===== config.mk =====
export PLATFORM = sky130hd
export DESIGN_NAME = ghash_top
export DESIGN_NICKNAME = d
export VERILOG_FILES = /design/src/hdl/gf128_pkg.sv /design/src/hdl/ghash_ctrl_pkg.sv /design/src/hdl/gf_mult_if.sv /design/src/hdl/ghash_top.sv /design/src/hdl/ghash_core.sv /design/src/hdl/gf_2to128_multiplier_digit_serial.sv /design/src/hdl/gf_2to128_digit_product.sv /design/src/hdl/gf_2to128_multiplier_booth1_subrem.sv
export SDC_FILE = /design/constraint.sdc
export NUM_CORES = 2
export LEC_CHECK = 0
export ABC_AREA = 1
export BUFFER_PORTS_ARGS = -buffer_cell sky130_fd_sc_hd__buf_2
export CAP_MARGIN = 30
export CORE_UTILIZATION = 65
export CTS_BUF_LIST = sky130_fd_sc_hd__clkbuf_4
export CTS_CLUSTER_SIZE = 28
export DETAILED_ROUTE_END_ITERATION = 16
export PLACE_DENSITY = 0.85
export SYNTH_ARGS = -nofsm -noshare
export SYNTH_HDL_FRONTEND = slang
export SYNTH_HIERARCHICAL = 1
export SYNTH_SLANG_ARGS = --single-unit

===== constraint.sdc =====
create_clock -name clock -period 9.51 [get_ports clock]
set_input_delay 1.4265 -clock clock [delete_from_list [all_inputs] [get_ports clock]]
set_output_delay 1.4265 -clock clock [all_outputs]
set_load 0.01 [all_outputs]

===== src/hdl/gf128_pkg.sv =====
// GF(2^128) field widths, element types and reduction constant shared by all datapath blocks.
package gf128_pkg;

    // Field element width.
    localparam int NB_GF = 128;

    // Operand bits consumed per multiplier step.
    localparam int NB_DIGIT = 8;

    // Steps per full product.
    localparam int N_STEPS = NB_GF / NB_DIGIT;

    // Field element in GCM bit order.
    // Bit 127 holds the x^0 coefficient, bit 0 holds x^127.
    typedef logic [NB_GF-1:0] gf128_t;

    // One operand digit, same bit order as the element.
    // Bit 7 is the lowest degree term of the digit.
    typedef logic [NB_DIGIT-1:0] gf_digit_t;

    // Reduction constant for x^128 = 1 + x + x^2 + x^7.
    // Written as 0xE1 in the top byte because of the reflected order.
    localparam gf128_t GF_R = {8'he1, {(NB_GF-8){1'b0}}};

endpackage

===== src/hdl/ghash_ctrl_pkg.sv =====
// Control types and latency constant for the GHASH sequencing logic and its checks.
package ghash_ctrl_pkg;

    // Counts the digit steps of one product.
    // Width follows the number of steps in the field package.
    typedef logic [$clog2(gf128_pkg::N_STEPS)-1:0] step_cnt_t;

    // Core FSM states.
    typedef enum logic [1:0]
    {
        IDLE,
        MULT,
        UPDATE
    } ghash_state_t;

    // Edges from the one that samples start to the one that samples done.
    // One load edge plus one edge per digit step.
    localparam int MULT_LATENCY = gf128_pkg::N_STEPS + 1;

endpackage


===== src/hdl/gf_mult_if.sv =====
// Request and result bus between the GHASH core and the field multiplier.
`timescale 1ns/1ps

interface gf_mult_if;

    // One cycle request pulse.
    logic start;

    // Hash subkey H.
    gf128_pkg::gf128_t op_a;

    // Operand, normally Y xor X.
    gf128_pkg::gf128_t op_b;

    // One cycle completion pulse.
    logic done;

    // Result, valid only while done is high.
    gf128_pkg::gf128_t product;

    // Core side.
    modport requester
    (
        output start,
        output op_a,
        output op_b,
        input  done,
        input  product
    );

    // Multiplier side.
    modport responder
    (
        input  start,
        input  op_a,
        input  op_b,
        output done,
        output product
    );

endinterface


===== src/hdl/ghash_top.sv =====
// GHASH engine top level, joining the core and the digit-serial multiplier.
`timescale 1ns/1ps

module ghash_top
(
    input  logic              clock,
    input  logic              rst,
    input  logic              clear,
    input  logic              key_load,
    input  gf128_pkg::gf128_t key,
    input  logic              block_valid,
    input  gf128_pkg::gf128_t block,
    output logic              busy,
    output logic              tag_valid,
    output gf128_pkg::gf128_t tag
);

    // Multiply request and result.
    gf_mult_if mult_bus ();

    // Sequencing and Y/H storage.
    ghash_core u_core
    (
        .clock       (clock),
        .rst         (rst),
        .clear       (clear),
        .key_load    (key_load),
        .key         (key),
        .block_valid (block_valid),
        .block       (block),
        .busy        (busy),
        .tag_valid   (tag_valid),
        .tag         (tag),
        .mult        (mult_bus.requester)
    );

    // Field multiplier.
    gf_2to128_multiplier_digit_serial u_mult
    (
        .clock (clock),
        .rst   (rst),
        .mult  (mult_bus.responder)
    );

endmodule


===== src/hdl/ghash_core.sv =====
// GHASH sequencing: key and accumulator registers, block acceptance and tag output.
`timescale 1ns/1ps

module ghash_core
(
    input  logic              clock,
    input  logic              rst,
    input  logic              clear,
    input  logic              key_load,
    input  gf128_pkg::gf128_t key,
    input  logic              block_valid,
    input  gf128_pkg::gf128_t block,
    output logic              busy,
    output logic              tag_valid,
    output gf128_pkg::gf128_t tag,
    gf_mult_if.requester      mult
);

    ghash_ctrl_pkg::ghash_state_t state;

    // Hash subkey.
    gf128_pkg::gf128_t h_key;

    // Running hash Y.
    gf128_pkg::gf128_t y_acc;

    // Y as seen by a block arriving with clear.
    gf128_pkg::gf128_t y_base;

    // Multiplier operand, Y xor X.
    gf128_pkg::gf128_t op_b_q;

    logic start_q;
    logic accept;

    // A same-cycle clear hashes the block from Y = 0.
    assign y_base = clear ? '0 : y_acc;

    // Strobes count only in IDLE.
    assign accept = (state == ghash_ctrl_pkg::IDLE) && block_valid;

    // FSM, key and accumulator.
    always_ff @(posedge clock)
    begin
        if (rst)
        begin
            state   <= ghash_ctrl_pkg::IDLE;
            start_q <= 1'b0;
            h_key   <= '0;
            y_acc   <= '0;
        end
        else
        begin
            // Start is a single cycle pulse.
            start_q <= 1'b0;
            case (state)
                ghash_ctrl_pkg::IDLE:
                begin
                    if (key_load)
                    begin
                        h_key <= key;
                    end
                    if (clear)
                    begin
                        y_acc <= '0;
                    end
                    if (block_valid)
                    begin
                        start_q <= 1'b1;
                        state   <= ghash_ctrl_pkg::MULT;
                    end
                end
                ghash_ctrl_pkg::MULT:
                begin
                    // Product lands MULT_LATENCY edges after start.
                    if (mult.done)
                    begin
                        y_acc <= mult.product;
                        state <= ghash_ctrl_pkg::UPDATE;
                    end
                end
                ghash_ctrl_pkg::UPDATE:
                begin
                    // One cycle of tag_valid, then idle.
                    state <= ghash_ctrl_pkg::IDLE;
                end
                default:
                begin
                    state <= ghash_ctrl_pkg::IDLE;
                end
            endcase
        end
    end

    // Operand register.
    always_ff @(posedge clock)
    begin
        if (accept)
        begin
            op_b_q <= y_base ^ block;
        end
    end

    // H register already holds a same-cycle key_load when start is seen.
    assign mult.start = start_q;
    assign mult.op_a  = h_key;
    assign mult.op_b  = op_b_q;

    // Busy spans MULT and UPDATE.
    assign busy      = (state != ghash_ctrl_pkg::IDLE);
    assign tag_valid = (state == ghash_ctrl_pkg::UPDATE);
    assign tag       = y_acc;

endmodule


===== src/hdl/gf_2to128_multiplier_digit_serial.sv =====
// Digit-serial GF(2^128) multiplier, Horner order, one eight bit digit of op_b per clock.
`timescale 1ns/1ps

module gf_2to128_multiplier_digit_serial
(
    input logic          clock,
    input logic          rst,
    gf_mult_if.responder mult
);

    // Operand registers.
    gf128_pkg::gf128_t a_reg;
    gf128_pkg::gf128_t b_reg;

    // Horner accumulator.
    gf128_pkg::gf128_t acc;

    // Reduction of the eight bits leaving the accumulator.
    gf128_pkg::gf128_t acc_fold;

    // op_a times current digit.
    gf128_pkg::gf128_t digit_prod;

    ghash_ctrl_pkg::step_cnt_t step_cnt;
    logic running;
    logic done_q;
    logic accept;
    logic last_step;

    // Requests are ignored while a product is in flight.
    assign accept = mult.start && !running;

    assign last_step = running
        && (step_cnt == ghash_ctrl_pkg::step_cnt_t'(gf128_pkg::N_STEPS - 1));

    // Accumulator bits 7..0 are x^120..x^127.
    // After times x^8 they sit at x^128..x^135, MSB first.
    gf_2to128_multiplier_booth1_subrem
    #(
        .N_SUBPROD (gf128_pkg::NB_DIGIT),
        .NB_DATA   (gf128_pkg::NB_GF)
    )
    u_acc_fold
    (
        .sub_remainder (acc_fold),
        .data          (acc[gf128_pkg::NB_DIGIT-1:0])
    );

    // Current digit is always the low byte of b_reg.
    // Low vector bits are the highest degree terms, consumed first.
    gf_2to128_digit_product u_digit
    (
        .element (a_reg),
        .digit   (b_reg[gf128_pkg::NB_DIGIT-1:0]),
        .product (digit_prod)
    );

    // Step counter, run flag and done pulse.
    always_ff @(posedge clock)
    begin
        if (rst)
        begin
            running  <= 1'b0;
            step_cnt <= '0;
            done_q   <= 1'b0;
        end
        else
        begin
            // Done follows the last step by one edge.
            done_q <= last_step;
            if (accept)
            begin
                running  <= 1'b1;
                step_cnt <= '0;
            end
            else if (running)
            begin
                step_cnt <= step_cnt + 1'b1;
                if (last_step)
                begin
                    running <= 1'b0;
                end
            end
        end
    end

    // Datapath.
    always_ff @(posedge clock)
    begin
        if (accept)
        begin
            // Load edge, no step yet.
            a_reg <= mult.op_a;
            b_reg <= mult.op_b;
            acc   <= '0;
        end
        else if (running)
        begin
            // acc = acc * x^8 + a * digit.
            acc   <= (acc >> gf128_pkg::NB_DIGIT) ^ acc_fold ^ digit_prod;
            // Next digit moves into the low byte.
            b_reg <= b_reg >> gf128_pkg::NB_DIGIT;
        end
    end

    assign mult.done    = done_q;
    // Accumulator holds the final product in the done cycle.
    assign mult.product = acc;

endmodule


===== src/hdl/gf_2to128_digit_product.sv =====
// Combinational product of a field element and one eight bit digit, with reduction.
`timescale 1ns/1ps

module gf_2to128_digit_product
(
    input  gf128_pkg::gf128_t    element,
    input  gf128_pkg::gf_digit_t digit,
    output gf128_pkg::gf128_t    product
);

    // Unreduced sum, element bits on top and overflow terms below.
    // Bit NB_DIGIT-2 is the x^128 coefficient, bit 0 the x^134 one.
    logic [gf128_pkg::NB_GF+gf128_pkg::NB_DIGIT-2:0] sum_wide;

    // Terms past x^127.
    logic [gf128_pkg::NB_DIGIT-2:0] overflow;

    // Reduction of the overflow terms.
    gf128_pkg::gf128_t fold;

    // Shift and add over the digit bits.
    // Digit MSB is x^0, so digit bit 7-j selects element times x^j.
    // Multiplying by x^j is a right shift in GCM order.
    always_comb
    begin
        sum_wide = '0;
        for (int j = 0; j < gf128_pkg::NB_DIGIT; j++)
        begin
            if (digit[gf128_pkg::NB_DIGIT-1-j])
            begin
                sum_wide = sum_wide
                    ^ ({element, {(gf128_pkg::NB_DIGIT-1){1'b0}}} >> j);
            end
        end
    end

    // Low bits of the wide sum fell off the x^127 end.
    assign overflow = sum_wide[gf128_pkg::NB_DIGIT-2:0];

    // Fold seven overflow terms.
    gf_2to128_multiplier_booth1_subrem
    #(
        .N_SUBPROD (gf128_pkg::NB_DIGIT - 1),
        .NB_DATA   (gf128_pkg::NB_GF)
    )
    u_fold
    (
        .sub_remainder (fold),
        .data          (overflow)
    );

    // In-field part plus folded remainder.
    assign product = sum_wide[gf128_pkg::NB_GF+gf128_pkg::NB_DIGIT-2:gf128_pkg::NB_DIGIT-1]
        ^ fold;

endmodule


===== src/hdl/gf_2to128_multiplier_booth1_subrem.sv =====
// Folds bits beyond x^127 back into the field by summing shifted copies of the reduction constant.
`timescale 1ns/1ps

module gf_2to128_multiplier_booth1_subrem
#(
    parameter int N_SUBPROD = 1,
    parameter int NB_DATA   = 128
)
(
    output logic [NB_DATA-1:0]   sub_remainder,
    input  logic [N_SUBPROD-1:0] data
);

    // Only the 128 bit field is supported.
    localparam bit BAD_CONF = (NB_DATA != gf128_pkg::NB_GF);

    // One gated constant per overflow bit.
    logic [NB_DATA-1:0] gated [N_SUBPROD];

    if (BAD_CONF)
    begin : g_bad_conf
        $error("subrem supports only a 128 bit data width");
    end

    // MSB of data is the x^128 term, reduced by R itself.
    // Each lower bit is one degree higher, so R moves one place right.
    // Shifts stay below 8, so no copy spills past x^127 again.
    for (genvar i = 0; i < N_SUBPROD; i++)
    begin : g_gate
        assign gated[i] = {NB_DATA{data[N_SUBPROD-1-i]}} & (gf128_pkg::GF_R >> i);
    end

    // XOR tree over all gated copies.
    always_comb
    begin
        sub_remainder = '0;
        for (int k = 0; k < N_SUBPROD; k++)
        begin
            sub_remainder = sub_remainder ^ gated[k];
        end
    end

endmodule


# After elaboration in Yosys (flattened, before gate mapping)

Index checks and enable logic that the tools add are counted.

Register bits: 777
Bits in latches: 0
Bits in writable memories: 0
Bits in read-only memories: 0
Bits of input ports: 261
Output and inout port bits: 130
Logic and storage cells: 75
Memories: 0

$add $sub $neg: 1
$mul: 0
Divide/modulo/power cells: 0
Magnitude comparators: 0
Equality and inequality tests: 5
Shifts and indexed selects: 0
Muxes and demuxes: 20
Bitwise operators: 25
Reduce and logical (&&, ||, !) cells: 13

Operators by type and width:

| kind                                                           | number |
|---|---|
| 135-bit two-way mux                                            | 8 |
| 128-bit two-way mux                                            | 4 |
| 128-bit XOR                                                    | 3 |
| 128-bit one-hot mux with 2 select lines                        | 1 |
| 128-bit by 122-bit XOR with 128-bit output                     | 2 |
| 128-bit by 123-bit XOR with 128-bit output                     | 2 |
| 128-bit by 124-bit XOR with 128-bit output                     | 2 |
| 128-bit by 125-bit XOR with 128-bit output                     | 2 |
| 128-bit by 126-bit XOR with 128-bit output                     | 2 |
| 128-bit by 127-bit XOR with 128-bit output                     | 2 |
| 135-bit by 128-bit XOR with 135-bit output                     | 1 |
| 135-bit by 129-bit XOR with 135-bit output                     | 1 |
| 135-bit by 130-bit XOR with 135-bit output                     | 1 |
| 135-bit by 131-bit XOR with 135-bit output                     | 1 |
| 135-bit by 132-bit XOR with 135-bit output                     | 1 |
| 135-bit by 133-bit XOR with 135-bit output                     | 1 |
| 135-bit by 134-bit XOR with 135-bit output                     | 1 |
| 120-bit by 128-bit XOR with 128-bit output                     | 1 |
| 128-bit by 121-bit XOR with 128-bit output                     | 1 |
| 2-bit AND reduction                                            | 3 |
| 2-bit nonzero test                                             | 3 |
| 4-bit by 1-bit adder with 4-bit output (second input constant) | 1 |
| 4-bit equality test (second input constant)                    | 1 |
| 1-bit two-way mux                                              | 4 |
| 11 further kinds                                               | 15 |

# Depth between registers and ports, before layout

Depth after elaboration: 23
Mapped depth: 27
Gate-level depth less buffers: 25

# Cells and area by module

Netlist, hierarchy kept.

By module, submodules not included:

| module                                                     | instances | cells each | area each (µm²) | sequential area each (µm²) |
|---|---|---|---|---|
| gf_2to128_digit_product                                    | 1         | 4536       | 21231.6         | 0.0 |
| gf_2to128_multiplier_digit_serial                          | 1         | 2192       | 18129.9         | 10369.9 |
| ghash_core                                                 | 1         | 2209       | 17205.3         | 9028.7 |
| gf_2to128_multiplier_booth1_subrem (u_mult.u_acc_fold)     | 1         | 176        | 1127.3          | 0.0 |
| gf_2to128_multiplier_booth1_subrem (u_mult.u_digit.u_fold) | 1         | 162        | 1077.3          | 0.0 |

# Least setup slack after synthesis

OpenSTA, ideal clock, no wires.

Path type: in2reg
From: in block_valid
To: reg u_core.op_b_q[0] (netlist: u_core/mult.op_b[0]), enable pin
Setup time: 0.481 ns
Arrival: 3.988 ns
Data required time: 9.029 ns
Slack: 5.041 ns
Stages on the path: 2
Path buffers: 0
Path through: nand2_1 > inv_1

Longest elaborated chain between the ends: 1

RTL lines:

| what                    | RTL line          | text |
|---|---|---|
| start, declared         | ghash_top.sv:11   | `input logic block_valid,` |
| 1-bit logical AND       | ghash_core.sv:40  | `assign accept = (state == ghash_ctrl_pkg::IDLE) && block_valid;` |
| named net u_core.accept | ghash_core.sv:34  | `logic accept;` |
| end signal, assigned    | ghash_core.sv:100 | `op_b_q <= y_base ^ block;` |
| end, declared           | ghash_core.sv:31  | `gf128_pkg::gf128_t op_b_q;` |

The timed path passes the listed nets, and every way through them passes these cells.
A chain may end at the register's enable or synchronous reset.

# Worst setup path in the final report

From: reg u_core.state[0]
To: out tag_valid

Longest elaborated chain between the ends: 1

RTL lines:

| what                   | RTL line          | text |
|---|---|---|
| start, declared        | ghash_core.sv:19  | `ghash_ctrl_pkg::ghash_state_t state;` |
| start signal, assigned | ghash_core.sv:47  | `state <= ghash_ctrl_pkg::IDLE;` |
| start signal, assigned | ghash_core.sv:70  | `state <= ghash_ctrl_pkg::MULT;` |
| start signal, assigned | ghash_core.sv:79  | `state <= ghash_ctrl_pkg::UPDATE;` |
| 2-bit equality test    | ghash_core.sv:111 | `assign tag_valid = (state == ghash_ctrl_pkg::UPDATE);` |
| end, declared          | ghash_top.sv:14   | `output logic tag_valid,` |

Every way passes these cells.

==> flow_summary.toml <==
[route]
drt-total-wl_mm = 161
remaining_drc_errors = 0
dr.max_layer_used = "met5"
routed-via-count = 57500
detail_route.vias_per_cell = 5.34
drt_pass1_iterations = 7
first_iter_violations = 6112
routed_length_on_met1_mm = 67.6
antenna_violating_nets_post_route = 0
wl_met2_mm = 70.9
met3_length_mm = 16.9
wl_per_cell_um = 14.9

[sta]
pnr_worst_setup_slack_ns = 5.16
fmax_mhz = 230
max_slew.worst_pin.slew_ns = 1.14
slew_violations = 0
finalSetupViolCount = 0
finalWorstPathRequiredPeriod_ns = 4.35
worst_clock_skew_ns = 0.0788
finalHoldViolations = 0
grt_setup_unrepaired = "false"
worst_slew_margin_rel_pct = 24.2
fin_tns_setup_ns = 0
final_min_period_over_clock_period_pct = 45.8

[setup_path]
critical_path_class = "register to output port"
critical_path_cell_by_cell = "buf_4 -> nor2_1 -> buf_2"
ff2ff_setup_slack_ns = 5.47
cp_data_required_time_ns = 8.08
worst_setup_path_end_kind = "output port"
reg2regPathDepth = 5
startpoint = "u_core/state[0]"
critPathSlowestCell = "sky130_fd_sc_hd__buf_4"
cp-start-kind = "register"
worst_path_largest_cell_delay_ns = 0.76
worstReg2RegStart = "u_mult/running"
cp_max_fo = 76
r2r_end = "u_mult/a_reg[10]"
worst_ep_arrival_time_ns = 2.93
endpoint = "tag_valid"

[synthesis]
synth_area_leader_cell = "sky130_fd_sc_hd__nand2_1"
muxShareOfSynthArea_pct = 0
compound_gate_fraction_of_synth_area_pct = 2.32
netlist_area_um2 = 58800
synthSimpleGateAreaFrac_pct = 39.7
post_synth_inst_count = 9275
number_of_flops_mapped_to_enable_cells_by_yosys = 384
largest_cells_by_area_after_synthesis = "sky130_fd_sc_hd__nand2_1, sky130_fd_sc_hd__edfxtp_1, sky130_fd_sc_hd__dfxtp_1"
ys_warn_count = 6
synth_sequential_area_ratio_pct = 33.0
adder_and_majority_cell_fraction_of_the_synthesized_area_pct = 0.0213
synthDistinctLibCells = 34
synthesized_area_fraction_occupied_by_xor_and_xnor_cells_pct = 10.7
yosysTopAreaCellShare_pct = 25.9
combinational_family_with_the_most_area_after_synthesis = "simple AND/OR/NAND/NOR gates"
synth-main-ff-cell = "sky130_fd_sc_hd__dfxtp_1"
synth_area_per_cell_um2 = 6.34
async_flop_share_pct = 0
synth.ff_latch_count = 777

[die]
ios = 391
area_enclosed_by_the_die_boundary_um2 = 91600
floorplan.die.width_um = 303
design.core.area_um2 = 88900
die_height_um = 303
initial_utilization_pct = 66.1
row_count = 109

[power]
max-vdd-ir-drop_mv = 0.117
finalPower_mw = 10.9
power_density_nw_per_um2 = 175
leakagePower_nw = 31.4

[cts]
cts.reportedPaths.clkPinSlew_ns = 0.06
cts_hold_buffers = 0
htreeDepth = 4
cts_inserted_buffers = 201
clockBufferDepth = 3
tritoncts = "built"
ctsRootBufferMaster = "sky130_fd_sc_hd__clkbuf_4"
clock_sinks = 777
post_cts_buffers = 0
clk-insertion-delay-late_ns = 1.12
cts.repair.resized = 0

[global_routing]
antenna_found_initial = 2
globalRouteOverflowTotal = 0
gr_util_all_layers_pct = 34.1
grt_first_pass_wirelength_mm = 252
first_global_vias = 52000
grt_max_degree = 257

[placed_design]
place_worst_setup_slack_ns = 5.52
gp_congestion = 0.925
place.detailed.hpwl_mm = 109
io_buffers = 390

[min_path]
hp-class = "register to register"

[status]
status = "complete, no violations"

[cells_and_area]
multi_input_area_um2 = 31900
final_nets = 9682
drive_gt1_share_pct = 8.21
syn_to_final_growth_pct = 5.59
filler_cell_count = 7461
register_area_um2 = 19400

[flow_run]
timing.max_cap.violations = 0
## worst max-delay path: cells and delay by family (launching register included)
family,cells,cell delay (ns)
flip-flops,1,0.72
buffers and inverters,2,0.95
AND/OR/NAND/NOR,1,0.12
## layout make-up
class	instances	area share, %
diodes	2	0.00806
clock buffers	319	3.86
repair buffers	424	3.73
inverters	1110	6.76
flip-flops and latches	777	31.3
clock inverters	58	0.591
well taps	1165	2.35
multi-input cells	6906	51.4
## cell usage after synthesis (3+ instances only)
cell                       count
sky130_fd_sc_hd__buf_1         7
sky130_fd_sc_hd__xnor2_1     397
sky130_fd_sc_hd__edfxtp_1    384
sky130_fd_sc_hd__dfxtp_1     393
sky130_fd_sc_hd__nand4_1      18
sky130_fd_sc_hd__nand2_1    4054
sky130_fd_sc_hd__o21ai_0     134
sky130_fd_sc_hd__a21oi_1     133
sky130_fd_sc_hd__nor2_1      399
sky130_fd_sc_hd__inv_1      1101
sky130_fd_sc_hd__inv_2         8
sky130_fd_sc_hd__nand2_2       3
sky130_fd_sc_hd__xor2_1      324
sky130_fd_sc_hd__buf_6        23
sky130_fd_sc_hd__buf_2       225
sky130_fd_sc_hd__buf_4       277
sky130_fd_sc_hd__clkbuf_1    173
sky130_fd_sc_hd__nand3_1    1034
sky130_fd_sc_hd__nand3b_1    170
## metal layers
metal	GRT usage, %	up-vias
met5	0	-
met4	14.4	2
met3	5.85	379
met2	53.2	2787
met1	46.6	25900
li1	-	28400
## worst min-delay path by stage
stage	from	endpoint	slack, ns	cells past startpoint
finish	u_core/mult.op_a[115]	u_mult/a_reg[115]	0.40	0
detailed placement	u_core/mult.op_a[97]	u_mult/a_reg[97]	0.41	0
CTS	u_core/mult.op_a[46]	u_mult/a_reg[46]	0.40	0
global route	u_core/mult.op_a[80]	u_mult/a_reg[80]	0.42	0
global placement	u_core/mult.op_a[88]	u_mult/a_reg[88]	0.41	0
floorplan	u_core/mult.op_a[0]	u_mult/a_reg[0]	0.41	0
## placed cells by master, fill, tap and decap left out, types with 6 or more instances in the layout
cell type,n
sky130_fd_sc_hd__inv_2,9
sky130_fd_sc_hd__buf_2,390
sky130_fd_sc_hd__nand3_1,1034
sky130_fd_sc_hd__nand4_1,18
sky130_fd_sc_hd__clkinv_1,38
sky130_fd_sc_hd__a21oi_1,133
sky130_fd_sc_hd__buf_4,27
sky130_fd_sc_hd__xnor2_1,397
sky130_fd_sc_hd__conb_1,227
sky130_fd_sc_hd__nand2_1,4054
sky130_fd_sc_hd__clkbuf_4,319
sky130_fd_sc_hd__nor2_1,399
sky130_fd_sc_hd__o21ai_0,134
sky130_fd_sc_hd__xor2_1,324
sky130_fd_sc_hd__edfxtp_1,384
sky130_fd_sc_hd__inv_4,6
sky130_fd_sc_hd__clkinv_2,8
sky130_fd_sc_hd__dfxtp_1,391
sky130_fd_sc_hd__nand3b_1,170
sky130_fd_sc_hd__inv_1,1095
## per-stage QoR
| stage | instance area, µm² | util [%] | hold WS, ns | std cells |
|---|---|---|---|---|
| CTS | 62000 | 69.7 | 0.402 | 10800 |
| floorplan | 59600 | - | 0.409 | 9500 |
| global placement | 59200 | 66.6 | 0.412 | 10400 |
| global route | 62100 | 69.8 | 0.425 | 10800 |
| detailed placement | 59200 | 66.6 | 0.414 | 10400 |
| finish | 62100 | 69.8 | 0.395 | 10800 |
## where the power goes
group	switching (mW)	leakage, nW	internal, mW
combinational	2.20	22.8	1.18
clock	1.44	1.65	1.64
sequential	0.461	6.93	3.97
## cell families (layout without fill, tap and decap cells)
group,Yosys count,in the layout
AO/OA/AOI/OAI,271,271
XOR/XNOR,721,721
adder cells (fa/ha/maj),1,1
buffers and inverters,1817,1911
flip-flops,777,777
other,2,229
AND/OR/NAND/NOR,5686,5686
(Power assumes the default switching activity.)
